### src/verilog/fb_pkg.sv
// fb_pkg
// shared sizes, types and palette for the framebuffer display pipeline

`default_nettype none

package fb_pkg;

    // active and total raster
    localparam int H_RES   = 32;
    localparam int V_RES   = 24;
    localparam int H_TOTAL = 40;
    localparam int V_TOTAL = 28;

    localparam int H_SYNC_START = 34;  // sync active from start up to end-1
    localparam int H_SYNC_END   = 37;
    localparam int V_SYNC_START = 25;
    localparam int V_SYNC_END   = 27;

    // framebuffer is the raster scaled down by 4 each way
    localparam int FB_SCALE_SHIFT = 2;
    localparam int FB_WIDTH       = H_RES >> FB_SCALE_SHIFT;
    localparam int FB_HEIGHT      = V_RES >> FB_SCALE_SHIFT;
    localparam int FB_PIXELS      = FB_WIDTH * FB_HEIGHT;
    localparam int FB_ADDRW       = $clog2(FB_PIXELS);

    localparam int CIDX_W      = 4;
    localparam int COORD_W     = 8;
    localparam int DISPLAY_LAT = 3;  // address reg, RAM read, output reg

    typedef logic [COORD_W-1:0]  coord_t;
    typedef logic [FB_ADDRW-1:0] fb_addr_t;
    typedef logic [CIDX_W-1:0]   cidx_t;
    typedef logic [3:0]          colour_t;

    typedef struct packed {
        fb_addr_t addr;
        cidx_t    cidx;
    } fb_wr_t;

    typedef struct packed {
        logic    hsync;
        logic    vsync;
        logic    de;
        colour_t red;
        colour_t green;
        colour_t blue;
    } video_t;

    // 12-bit RGB in ega-like ordering
    localparam logic [11:0] PALETTE [0:15] = '{
        12'h000, 12'h00A, 12'h0A0, 12'h0AA,
        12'hA00, 12'hA0A, 12'hA50, 12'hAAA,
        12'h555, 12'h55F, 12'h5F5, 12'h5FF,
        12'hF55, 12'hF5F, 12'hFF5, 12'hFFF
    };

endpackage

`default_nettype wire

### src/verilog/box_drawer.sv
// box_drawer
// writes a one-pixel border of one palette index around the framebuffer
// with one req/ack handshake per pixel

`timescale 1ns/1ns
`default_nettype none

module box_drawer import fb_pkg::*; (
    input  wire logic  clk_pix,
    input  wire logic  rst,
    input  wire logic  draw_start,
    input  wire cidx_t draw_cidx,
    input  wire logic  frame,
    output fb_wr_t     wr,
    output logic       wr_req,
    input  wire logic  wr_ack,
    output logic       draw_busy
);

    typedef enum logic [2:0] {IDLE, ARMED, TOP, RIGHT, LEFT, BOTTOM} draw_state_t;

    draw_state_t         state;
    draw_state_t         next_edge;
    logic [FB_ADDRW-1:0] cnt_draw;   // pixel within current edge
    logic [FB_ADDRW-1:0] last_idx;
    fb_addr_t            addr_step;
    fb_addr_t            next_start;
    logic                hs_done;
    logic                edge_last;

    // per-edge geometry
    always_comb begin
        addr_step  = fb_addr_t'(1);
        last_idx   = FB_ADDRW'(FB_WIDTH - 1);
        next_start = '0;
        next_edge  = IDLE;
        case (state)
            TOP: begin
                next_start = fb_addr_t'(FB_WIDTH - 1);  // right column, top row
                next_edge  = RIGHT;
            end
            RIGHT: begin
                addr_step = fb_addr_t'(FB_WIDTH);
                last_idx  = FB_ADDRW'(FB_HEIGHT - 1);
                next_edge = LEFT;
            end
            LEFT: begin
                addr_step  = fb_addr_t'(FB_WIDTH);
                last_idx   = FB_ADDRW'(FB_HEIGHT - 1);
                next_start = fb_addr_t'(FB_WIDTH * (FB_HEIGHT - 1));
                next_edge  = BOTTOM;
            end
            default: ;  // bottom edge finishes the draw
        endcase
    end

    assign hs_done   = wr_req && wr_ack;
    assign edge_last = (cnt_draw == last_idx);
    assign draw_busy = (state != IDLE);

    always_ff @(posedge clk_pix) begin
        if (rst) begin
            state    <= IDLE;
            wr_req   <= 1'b0;
            cnt_draw <= '0;
        end else begin
            case (state)
                IDLE: if (draw_start) state <= ARMED;
                ARMED: begin
                    if (frame) begin
                        cnt_draw <= '0;
                        state    <= TOP;
                    end
                end
                default: begin
                    if (!wr_req && !wr_ack) begin
                        wr_req <= 1'b1;  // previous handshake fully closed
                    end else if (hs_done) begin
                        wr_req <= 1'b0;
                        if (edge_last) begin
                            cnt_draw <= '0;
                            state    <= next_edge;
                        end else begin
                            cnt_draw <= cnt_draw + 1'b1;
                        end
                    end
                end
            endcase
        end
    end

    // write payload only moves while wr_req is low
    always_ff @(posedge clk_pix) begin
        if (state == IDLE && draw_start) wr.cidx <= draw_cidx;
        if (state == ARMED && frame) begin
            wr.addr <= '0;
        end else if (hs_done) begin
            wr.addr <= edge_last ? next_start : wr.addr + addr_step;
        end
    end

    a_wr_stable: assert property (
        @(posedge clk_pix) disable iff (rst)
        (wr_req && !wr_ack) |=> $stable(wr)
    ) else $error("write payload changed during handshake");

endmodule

`default_nettype wire

### src/verilog/display_timings.sv
// display_timings
// raster counters with registered sync, data enable and frame start

`timescale 1ns/1ns
`default_nettype none

module display_timings import fb_pkg::*; (
    input  wire logic clk_pix,
    input  wire logic rst,
    output coord_t    sx,
    output coord_t    sy,
    output logic      hsync,
    output logic      vsync,
    output logic      de,
    output logic      frame
);

    coord_t sx_nxt;
    coord_t sy_nxt;

    // next position wraps at the totals
    always_comb begin
        sx_nxt = sx + 1'b1;
        sy_nxt = sy;
        if (sx == COORD_W'(H_TOTAL - 1)) begin
            sx_nxt = '0;
            if (sy == COORD_W'(V_TOTAL - 1)) begin
                sy_nxt = '0;
            end else begin
                sy_nxt = sy + 1'b1;
            end
        end
    end

    // decode from the next position so flags line up with sx/sy
    always_ff @(posedge clk_pix) begin
        if (rst) begin
            sx    <= '0;
            sy    <= '0;
            hsync <= 1'b0;
            vsync <= 1'b0;
            de    <= 1'b1;  // position 0,0 is active
            frame <= 1'b1;
        end else begin
            sx    <= sx_nxt;
            sy    <= sy_nxt;
            hsync <= (sx_nxt >= COORD_W'(H_SYNC_START)) && (sx_nxt < COORD_W'(H_SYNC_END));
            vsync <= (sy_nxt >= COORD_W'(V_SYNC_START)) && (sy_nxt < COORD_W'(V_SYNC_END));
            de    <= (sx_nxt < COORD_W'(H_RES)) && (sy_nxt < COORD_W'(V_RES));
            frame <= (sx_nxt == '0) && (sy_nxt == '0);
        end
    end

    // horizontal count never leaves the line
    a_sx_range: assert property (
        @(posedge clk_pix) disable iff (rst)
        sx < COORD_W'(H_TOTAL)
    ) else $error("sx out of range: %0d", sx);

endmodule

`default_nettype wire

### src/verilog/fb_display_top.sv
// fb_display_top
// display timings, box drawer, framebuffer and pixel reader wired together

`timescale 1ns/1ns
`default_nettype none

module fb_display_top import fb_pkg::*; (
    input  wire logic  clk_pix,
    input  wire logic  rst,
    input  wire logic  draw_start,
    input  wire cidx_t draw_cidx,
    output video_t     video,
    output logic       draw_busy
);

    coord_t   sx;
    coord_t   sy;
    logic     hsync;
    logic     vsync;
    logic     de;
    logic     frame;
    fb_wr_t   wr;       // drawer to framebuffer
    logic     wr_req;
    logic     wr_ack;
    fb_addr_t rd_addr;  // reader to framebuffer
    cidx_t    rd_cidx;

    display_timings i_display_timings (
        .clk_pix (clk_pix),
        .rst     (rst),
        .sx      (sx),
        .sy      (sy),
        .hsync   (hsync),
        .vsync   (vsync),
        .de      (de),
        .frame   (frame)
    );

    box_drawer i_box_drawer (
        .clk_pix    (clk_pix),
        .rst        (rst),
        .draw_start (draw_start),
        .draw_cidx  (draw_cidx),
        .frame      (frame),
        .wr         (wr),
        .wr_req     (wr_req),
        .wr_ack     (wr_ack),
        .draw_busy  (draw_busy)
    );

    framebuffer i_framebuffer (
        .clk_pix (clk_pix),
        .rst     (rst),
        .wr      (wr),
        .wr_req  (wr_req),
        .wr_ack  (wr_ack),
        .rd_addr (rd_addr),
        .rd_cidx (rd_cidx)
    );

    pixel_reader i_pixel_reader (
        .clk_pix (clk_pix),
        .rst     (rst),
        .sx      (sx),
        .sy      (sy),
        .hsync   (hsync),
        .vsync   (vsync),
        .de      (de),
        .rd_addr (rd_addr),
        .rd_cidx (rd_cidx),
        .video   (video)
    );

endmodule

`default_nettype wire

### src/verilog/framebuffer.sv
// framebuffer
// pixel index memory, handshaked write port and one-cycle read port

`timescale 1ns/1ns
`default_nettype none

module framebuffer import fb_pkg::*; (
    input  wire logic     clk_pix,
    input  wire logic     rst,
    input  wire fb_wr_t   wr,
    input  wire logic     wr_req,
    output logic          wr_ack,
    input  wire fb_addr_t rd_addr,
    output cidx_t         rd_cidx
);

    typedef enum logic {WAIT_REQ, ACKED} wr_state_t;

    wr_state_t wr_state;
    cidx_t     mem [FB_PIXELS];
    logic      store;

    // screen starts black
    initial begin
        for (int i = 0; i < FB_PIXELS; i++) begin
            mem[i] = '0;
        end
    end

    assign store  = (wr_state == WAIT_REQ) && wr_req;  // first req cycle only
    assign wr_ack = (wr_state == ACKED);

    always_ff @(posedge clk_pix) begin
        if (rst) begin
            wr_state <= WAIT_REQ;
        end else begin
            case (wr_state)
                WAIT_REQ: if (wr_req) wr_state <= ACKED;
                ACKED:    if (!wr_req) wr_state <= WAIT_REQ;  // drop ack after req
                default:  wr_state <= WAIT_REQ;
            endcase
        end
    end

    always_ff @(posedge clk_pix) begin
        if (store) mem[wr.addr] <= wr.cidx;
    end

    always_ff @(posedge clk_pix) begin
        rd_cidx <= mem[rd_addr];
    end

    // drawer must stay inside the pixel array
    a_wr_addr: assert property (
        @(posedge clk_pix) disable iff (rst)
        store |-> (wr.addr < FB_PIXELS)
    ) else $error("write address %0d beyond framebuffer", wr.addr);

endmodule

`default_nettype wire

### src/verilog/pixel_reader.sv
// pixel_reader
// scales screen position to a framebuffer address, looks up the colour
// and realigns sync and de with the pixel

`timescale 1ns/1ns
`default_nettype none

module pixel_reader import fb_pkg::*; (
    input  wire logic   clk_pix,
    input  wire logic   rst,
    input  wire coord_t sx,
    input  wire coord_t sy,
    input  wire logic   hsync,
    input  wire logic   vsync,
    input  wire logic   de,
    output fb_addr_t    rd_addr,
    input  wire cidx_t  rd_cidx,
    output video_t      video
);

    coord_t                 fx;
    coord_t                 fy;
    fb_addr_t               addr_calc;
    logic [DISPLAY_LAT-2:0] hsync_sr;  // covers address and RAM stages
    logic [DISPLAY_LAT-2:0] vsync_sr;
    logic [DISPLAY_LAT-2:0] de_sr;
    logic [11:0]            clut;
    colour_t                red;
    colour_t                green;
    colour_t                blue;

    always_comb begin
        fx        = sx >> FB_SCALE_SHIFT;
        fy        = sy >> FB_SCALE_SHIFT;
        addr_calc = fb_addr_t'(fy * FB_WIDTH + fx);
    end

    // stage 1 holds the address during blanking so it stays in range
    always_ff @(posedge clk_pix) begin
        if (rst) begin
            rd_addr <= '0;
        end else if (de) begin
            rd_addr <= addr_calc;
        end
    end

    // stages 1 and 2 for the control signals
    always_ff @(posedge clk_pix) begin
        if (rst) begin
            hsync_sr <= '0;
            vsync_sr <= '0;
            de_sr    <= '0;
        end else begin
            hsync_sr <= {hsync_sr[DISPLAY_LAT-3:0], hsync};
            vsync_sr <= {vsync_sr[DISPLAY_LAT-3:0], vsync};
            de_sr    <= {de_sr[DISPLAY_LAT-3:0], de};
        end
    end

    assign clut = PALETTE[rd_cidx];

    // blank outside active area
    always_comb begin
        if (de_sr[DISPLAY_LAT-2]) begin
            {red, green, blue} = clut;
        end else begin
            {red, green, blue} = 12'h000;
        end
    end

    // stage 3
    always_ff @(posedge clk_pix) begin
        if (rst) begin
            video <= '0;
        end else begin
            video.hsync <= hsync_sr[DISPLAY_LAT-2];
            video.vsync <= vsync_sr[DISPLAY_LAT-2];
            video.de    <= de_sr[DISPLAY_LAT-2];
            video.red   <= red;
            video.green <= green;
            video.blue  <= blue;
        end
    end

endmodule

`default_nettype wire
### config.mk
export PLATFORM = sky130hd
export DESIGN_NAME = fb_display_top
export DESIGN_NICKNAME = d
export VERILOG_FILES = /design/src/verilog/fb_pkg.sv /design/src/verilog/box_drawer.sv /design/src/verilog/display_timings.sv /design/src/verilog/fb_display_top.sv /design/src/verilog/framebuffer.sv /design/src/verilog/pixel_reader.sv
export SDC_FILE = /design/constraint.sdc
export NUM_CORES = 1
export LEC_CHECK = 0
export BUFFER_PORTS_ARGS = -buffer_cell sky130_fd_sc_hd__buf_2
export CORE_MARGIN = 5
export CORE_UTILIZATION = 45
export CTS_BUF_LIST = sky130_fd_sc_hd__clkbuf_16
export CTS_CLUSTER_SIZE = 10
export DETAILED_ROUTE_END_ITERATION = 10
export PLACE_DENSITY_LB_ADDON = 0.05
export SYNTH_ARGS = -nofsm -noshare
export SYNTH_HDL_FRONTEND = slang
export SYNTH_SLANG_ARGS = --single-unit
### constraint.sdc
create_clock -name clk_pix -period 2.6 [get_ports clk_pix]
set_input_delay 0.26 -clock clk_pix [delete_from_list [all_inputs] [get_ports clk_pix]]
set_output_delay 0.26 -clock clk_pix [all_outputs]
set_load 0.005 [all_outputs]
==> run_results.csv, run 1 <==
group,metric,value,unit
status,run_status,"completed",
sta,fmax,441,MHz
clocking,h-tree-depth,1,
synth,synthesis.nets,711,
sta,slew_violations,0,
sta,setup_viol,0,
sta,hold_viol,0,
critical_path,arrival,2.68,ns
sta,rsz0062_at_grt,"false",
cells_and_area,final_common_cell,"edfxtp_1",
synth,ys_ff_latch,257,
routing,viasPerCell,5.44,
critical_path,crit_top_cell,"mux4_2",
floorplanning,rows,56,
synth,yosys-top-cells-area,"edfxtp_1 55%, mux4_2 13%, dfxtp_1 11%",
routing,drc_errors,0,
power_and_ir_drop,power.density,733,mW/mm²
power_and_ir_drop,ir_drop,0.412,mV
power_and_ir_drop,clock_power_share,41.4,%
grt,grt_max_degree,49,
clocking,clockBufferDepth,3,
placed_design,io_buffers,22,
power_and_ir_drop,comb_power_share,6.0,%
critical_path,path_cells,"buf_4 -> mux4_2 -> mux4_2 -> mux2i_1 -> o21ai_1",
sta,worst_pin_slew,0.649,ns
synth,netlist_area,0.0107,mm²
grt,grtUsageTotal,16.8,%
power_and_ir_drop,seqPwrFrac,52.6,%
clocking,cts_hold_buf,4,
grt,grt_pass1_wl,34800,µm
synth,synth_top_area_share,55.3,%
routing,vias,5815,
power_and_ir_drop,p_sw_share,22.2,%
hold_path,hp-class,"in2reg",
sta,setup_slack,0.331,ns
critical_path,worstPathMaxFanout,12,
floorplanning,start_util,45.5,%
power_and_ir_drop,switchingPower,1.96,mW
power_and_ir_drop,p_leak,3.96,nW
floorplanning,fp.dieH,164,µm
cells_and_area,antennaDiodeCount,0,
routing,drtIter0Drc,348,
synth,synth-async-reset-ratio,0,%
sta,fin_skew,0.0115,ns
synth,synth_cell_types,62,
grt,overflow,0,
cells_and_area,drive_above_1_share,20.4,%
placed_design,dpl_worst_slack,0.314,ns
cells_and_area,area_delta_synth_final,13.0,%
floorplanning,die_area,0.0268,mm²
clocking,post_cts_buffers,0,
sta,period_needed,2.27,ns
grt,grt_pass1_vias,5990,
synth,synth-edff-count,196,
critical_path,cp-start-kind,"register",
clocking,ctsResizeCount,0,
floorplanning,design.core.area,0.0234,mm²
clocking,clk_pin_slew,0.06,ns
synth,ys_seq_area_share,66.7,%
clocking,clkSinkCount,257,
critical_path,end_kind,"register",
power_and_ir_drop,p_int,6.86,mW
sta,post-route-period-util,87.3,%
cells_and_area,layout_common_cells,"196 x edfxtp_1, 91 x nor2_1, 60 x mux4_2",
synth,synth_ff_type,"edfxtp_1",
grt,antenna_found_initial,0,
routing,routed_wirelength,21900,µm
sta,tns,0,ns
routing,wl_per_cell,20.4,µm
cells_and_area,final_core_util,51.4,%
cells_and_area,fin_nets,747,
routing,dr.pass1.iters,5,
sta,relSlewSlack,56.7,%
floorplanning,fp.dieW,164,µm
synth,synth_area_leader_cell,"edfxtp_1",
placed_design,dp_hpwl,14700,µm
routing,postRouteAntennaNets,0,
placed_design,place_congestion,0.860,
critical_path,cp_slowest_stage_delay,0.54,ns
synth,yosysWarningCount,0,
run,cap_viol_max_count,0,
clocking,cts_inserted_buffers,30,
clocking,cts_tree,"yes",
clocking,clk_latency,0.53,ns
floorplanning,ios,23,
clocking,root_buffer,"clkbuf_16",
critical_path,criticalPathCategory,"reg2reg",
critical_path,required,3.01,ns
synth,synth_area_per_cell,15.4,µm²
synth,synthCells,692,
critical_path,crit_slowest_cell,"mux4_2",
==> cells by family after synthesis <==
family | Yosys count | synth area share (%)
buffers and inverters | 55 | 2.42
AO/OA/AOI/OAI | 58 | 3.47
adder cells (fa/ha/maj) | 13 | 1.57
AND/OR/NAND/NOR | 219 | 10.5
multiplexers | 71 | 13.7
flip-flops | 257 | 66.7
XOR/XNOR | 19 | 1.56
==> registers in the layout (all words and copies together), names as in the netlist <==
name	flops
i_display_timings.vsync	1
i_box_drawer.state	3
i_pixel_reader.hsync_sr	2
i_display_timings.hsync	1
i_display_timings.sy	8
i_framebuffer.wr_ack	1
i_framebuffer.rd_cidx	4
i_display_timings.frame	1
i_display_timings.sx	8
i_pixel_reader.de_sr	2
i_box_drawer.wr	10
i_box_drawer.wr_req	1
i_framebuffer.mem	192
i_box_drawer.cnt_draw	6
i_pixel_reader.video	8
i_pixel_reader.vsync_sr	2
i_pixel_reader.rd_addr	6
i_display_timings.de	1
==> layer usage <==
layer  vias up  track usage, %  wire, µm
li1       2707               -         -
met1      2934            23.8      9780
met2       150            27.5     10500
met3        24            3.19      1290
met4         0            3.16       264
met5         -               0         0
==> path summary, 6_finish.rpt <==
| path | slack [ns] | depth (start not counted) | from | to |
|---|---|---|---|---|
| min reg2reg | 0.43 | 1 | i_pixel_reader.vsync_sr[1]$_SDFF_PP0_ | i_pixel_reader.video[13]$_SDFF_PP0_ |
| max reg2reg | 0.33 | 5 | i_pixel_reader.rd_addr[0]$_SDFFE_PP0P_ | i_framebuffer.rd_cidx[3]$_DFF_P_ |
| max | 0.33 | 5 | i_pixel_reader.rd_addr[0]$_SDFFE_PP0P_ | i_framebuffer.rd_cidx[3]$_DFF_P_ |
| min | 0.17 | 2 | rst | i_display_timings.sx[4]$_SDFF_PP0_ |
==> worst max-delay path: cells and delay by family (launching register included) <==
| kind | cells | cell delay, ns |
|---|---|---|
| flip-flops | 1 | 0.48 |
| multiplexers | 3 | 1.28 |
| buffers and inverters | 1 | 0.30 |
| AO/OA/AOI/OAI | 1 | 0.09 |
==> final cells by class <==
type	count	area (µm²)
Sequential cell	257	7110
Clock buffer	31	776
Clock inverter	23	91.3
Fill cell	1997	11400
Multi-Input combinational cell	380	3290
Timing Repair Buffer	45	318
Inverter	14	52.6
Tap cell	319	399
==> cell usage after synthesis, types with 3 or more instances <==
library cell  instances
a211oi_1              5
a21oi_1              17
and2_1                4
and3_1                4
buf_1                 5
buf_2                 8
buf_4                 9
clkbuf_1             18
dfxtp_1              61
edfxtp_1            196
ha_1                 11
inv_1                14
mux2i_1              11
mux4_2               60
nand2_1              32
nand2b_1              4
nand3_1              17
nand4_1               4
nor2_1               91
nor2b_1              15
nor3_1               18
nor3b_1               4
o21ai_0              14
o21ai_1               5
o31ai_1               3
or3_1                 4
xnor2_1              11
xor2_1                8
==> per-stage QoR <==
stage	power [mW]	hold slack (ns)	instance area, µm²	instances
floorplan	5.06	0.359	10700	692
global placement	5.25	0.417	11100	1011
detailed placement	5.26	0.423	11100	1011
CTS	8.92	0.159	12000	1069
global route	9.18	0.186	12000	1069
finish	8.82	0.169	12000	1069
==> power groups by stage <==
stage	logic, mW	clock network (mW)	registers [mW]
6_report	0.529	3.65	4.64
2_1_floorplan	0.314	0	4.74
5_1_grt	0.596	3.94	4.65
3_5_place_dp	0.535	0	4.73
4_1_cts	0.542	3.73	4.64
3_3_place_gp	0.528	0	4.72
No activity file was read; power rests on OpenSTA's default activity.
==> run 2: changes to the inputs <==
--- a/config.mk
+++ b/config.mk
@@ -8,3 +8,3 @@
 export BUFFER_PORTS_ARGS = -buffer_cell sky130_fd_sc_hd__buf_2
-export CORE_MARGIN = 5
+export CORE_MARGIN = 8
 export CORE_UTILIZATION = 45
@@ -16,2 +16,3 @@
 export SYNTH_HDL_FRONTEND = slang
+export SYNTH_HIERARCHICAL = 1
 export SYNTH_SLANG_ARGS = --single-unit
==> constraint.sdc (replaced) <==
create_clock -name clk_pix -period 2.6 [get_ports clk_pix]
set_input_delay 0.39 -clock clk_pix [delete_from_list [all_inputs] [get_ports clk_pix]]
set_output_delay 0.39 -clock clk_pix [all_outputs]
set_load 0.005 [all_outputs]
==> run 2 against run 1 <==
  * Sequential share of layout area fell by 0.71 points
  * Synthesized cell count is 9.7% higher
  * Non-clock buffer count rose by 2
  * Maximum frequency is 1.8% lower
  * Utilization decreased by 0.75 points
  * Design area grew 1.2%
  * Clock power hardly changed
  * Critical endpoint is now i_framebuffer/rd_cidx[2]$_DFF_P_
==> run_results.csv, run 2 <==
group,metric,value,unit
sta,fmax,433,MHz
grt,grtUsageTotal,16.6,%
floorplanning,design.core.area,0.0240,mm²
routing,viasPerCell,5.49,
routing,wl_per_cell,21.1,µm
cells_and_area,fin_nets,808,
floorplanning,rows,57,
critical_path,end_kind,"register",
sta,fin_hold_ws,0.0247,ns
floorplanning,ios,23,
cells_and_area,largest_reg_flops,192,
routing,routed_wirelength,24000,µm
routing,vias,6243,
placed_design,place_congestion,0.816,
synth,synth_top_area_share,54.0,%
clocking,h-tree-depth,1,
routing,drc_errors,0,
clocking,clkSinkCount,257,
synth,yosysWarningCount,6,
grt,grt_pass1_wl,37300,µm
sta,slew_violations,0,
synth,synthesis.nets,778,
sta,hold_viol,0,
synth,synth-edff-count,196,
clocking,root_buffer,"clkbuf_16",
power_and_ir_drop,p_leak,4.08,nW
cells_and_area,layout_common_cells,"196 x edfxtp_1, 85 x nor2_1, 74 x mux2i_1",
routing,postRouteAntennaNets,0,
clocking,ctsResizeCount,0,
cells_and_area,area_delta_synth_final,11.7,%
hold_path,hold_depth,1,
cells_and_area,final_common_cell,"edfxtp_1",
sta,relSlewSlack,39.5,%
cells_and_area,antennaDiodeCount,0,
routing,drtIter0Drc,391,
grt,grt_pass1_vias,6440,
floorplanning,die_area,0.0295,mm²
power_and_ir_drop,p_total,9.50,mW
synth,synth_area_per_cell,14.4,µm²
cells_and_area,reg_top3,"i_framebuffer/mem x192, i_box_drawer/wr x10",
run,cap_viol_max_count,0,
sta,worst_pin_slew,0.904,ns
routing,dr.pass1.iters,7,
critical_path,required,3.03,ns
hold_path,hp-class,"in2reg",
floorplanning,fp.dieH,172,µm
cells_and_area,top_register,"i_framebuffer/mem",
cells_and_area,fillers,2087,
critical_path,worstPathMaxFanout,32,
clocking,cts_inserted_buffers,30,
placed_design,dpl_worst_slack,0.324,ns
synth,synth_area_leader_cell,"edfxtp_1",
sta,setup_slack,0.291,ns
clocking,post_cts_buffers,0,
cells_and_area,drive_above_1_share,14.8,%
grt,grt_max_degree,49,
power_and_ir_drop,ir_drop,0.523,mV
synth,synth_common_cells,"196 x edfxtp_1, 85 x nor2_1, 74 x mux2i_1, 61 x dfxtp_1, 27 x nand2_1",
floorplanning,fp.dieW,172,µm
placed_design,dp_hpwl,16000,µm
sta,period_needed,2.31,ns
clocking,clk_latency,0.54,ns
clocking,clk_pin_slew,0.06,ns
synth,synth_ff_type,"edfxtp_1",
sta,fin_skew,0.0192,ns
synth,ys_ff_latch,257,
synth,synth.most_common_cell,"edfxtp_1",
critical_path,criticalPathCategory,"reg2reg",
critical_path,cp-start-kind,"register",
critical_path,arrival,2.74,ns
power_and_ir_drop,power.density,780,mW/mm²
clocking,cts_hold_buf,0,
sta,setup_viol,0,
synth,yosys-top-cells-area,"edfxtp_1 54%, dfxtp_1 11%, mux2i_1 6.8%",
placed_design,io_buffers,22,
status,run_status,"completed",
synth,ys_seq_area_share,65.2,%
synth,synth-async-reset-ratio,0,%
sta,tns,0,ns
critical_path,ff2ff_path_depth,6,
sta,post-route-period-util,88.8,%
grt,antenna_found_initial,0,
synth,synthCells,759,
grt,overflow,0,
sta,rsz0062_at_grt,"false",
clocking,clockBufferDepth,3,
clocking,cts_tree,"yes",
floorplanning,start_util,45.4,%
synth,synth_cell_types,70,
synth,netlist_area,0.0109,mm²
[run 2: cell count changes after synthesis, moves of 7 or more]
cell / before / now
mux2i_1: 11 / 74
a31oi_1: 1 / 8
nor3_1: 18 / 10
or3b_2: 0 / 8
a22o_1: 0 / 8
buf_6: 1 / 8
a22oi_1: 0 / 16
nand3b_1: 1 / 8
a221oi_1: 0 / 8
mux4_2: 60 / 14
[run 2: report_power, final]
part / leakage [nW] / internal [mW] / switching (mW)
logic: 1.31 / 0.298 / 0.678
registers: 2.26 / 4.75 / 0.150
clock network: 0.511 / 2.12 / 1.50
[run 2: logic make-up (layout without fill, tap and decap cells)]
family / after synthesis / in the layout / share of synthesized area [%]
compound gates: 98 / 98 / 6.58
flops: 257 / 257 / 65.2
mux: 95 / 95 / 11.2
xor+xnor: 15 / 15 / 1.34
fa+ha+maj: 13 / 13 / 1.54
simple gates: 220 / 220 / 10.8
buf+inv: 61 / 115 / 3.31
[run 2: area by class of cell]
class	instances	area [µm²]	share of cell area (%)
sequential	257	7110	58.4
timing repair buffer	47	310	2.55
clock buffer	31	776	6.37
clock inverter	25	98.8	0.812
inverter	12	45.0	0.370
tap	324	405	3.33
multi-input combinational	441	3430	28.2
[run 2: critical path, stage by stage (launching register included)]
cell      delay (ns)
dfxtp_4         0.52
buf_12          0.28
mux2i_1         0.12
a22o_1          0.25
a221oi_1        0.46
o22ai_1         0.21
o41ai_2         0.34
[run 2: worst paths after layout]
| kind | from | slack, ns | end |
|---|---|---|---|
| setup / recovery | i_pixel_reader/rd_addr[0]$_SDFFE_PP0P_ | 0.29 | i_framebuffer/rd_cidx[2]$_DFF_P_ |
| hold / removal | draw_cidx[2] | 0.02 | i_box_drawer/wr[2]$_DFFE_PP_ |
| setup reg to reg | i_pixel_reader/rd_addr[0]$_SDFFE_PP0P_ | 0.29 | i_framebuffer/rd_cidx[2]$_DFF_P_ |
| hold reg to reg | i_pixel_reader/de_sr[0]$_SDFF_PP0_ | 0.44 | i_pixel_reader/de_sr[1]$_SDFF_PP0_ |
[run 2: routing by layer]
metal  track usage, %  vias to the layer above  part of all wire [%]
met3             2.36                       42                   4.2
met1             21.3                     3115                    44
li1                 -                     2952                     -
met2             28.6                      134                    49
met5                0                        -                     0
met4             5.48                        0                   2.7
[run 2: stage by stage]
step	util, %	std cells	area (µm²)
6_report	50.7	1137	12200
3_5_place_dp	47.0	1081	11300
2_1_floorplan	-	759	10900
4_1_cts	50.7	1137	12200
3_3_place_gp	47.0	1081	11300
5_1_grt	50.7	1137	12200
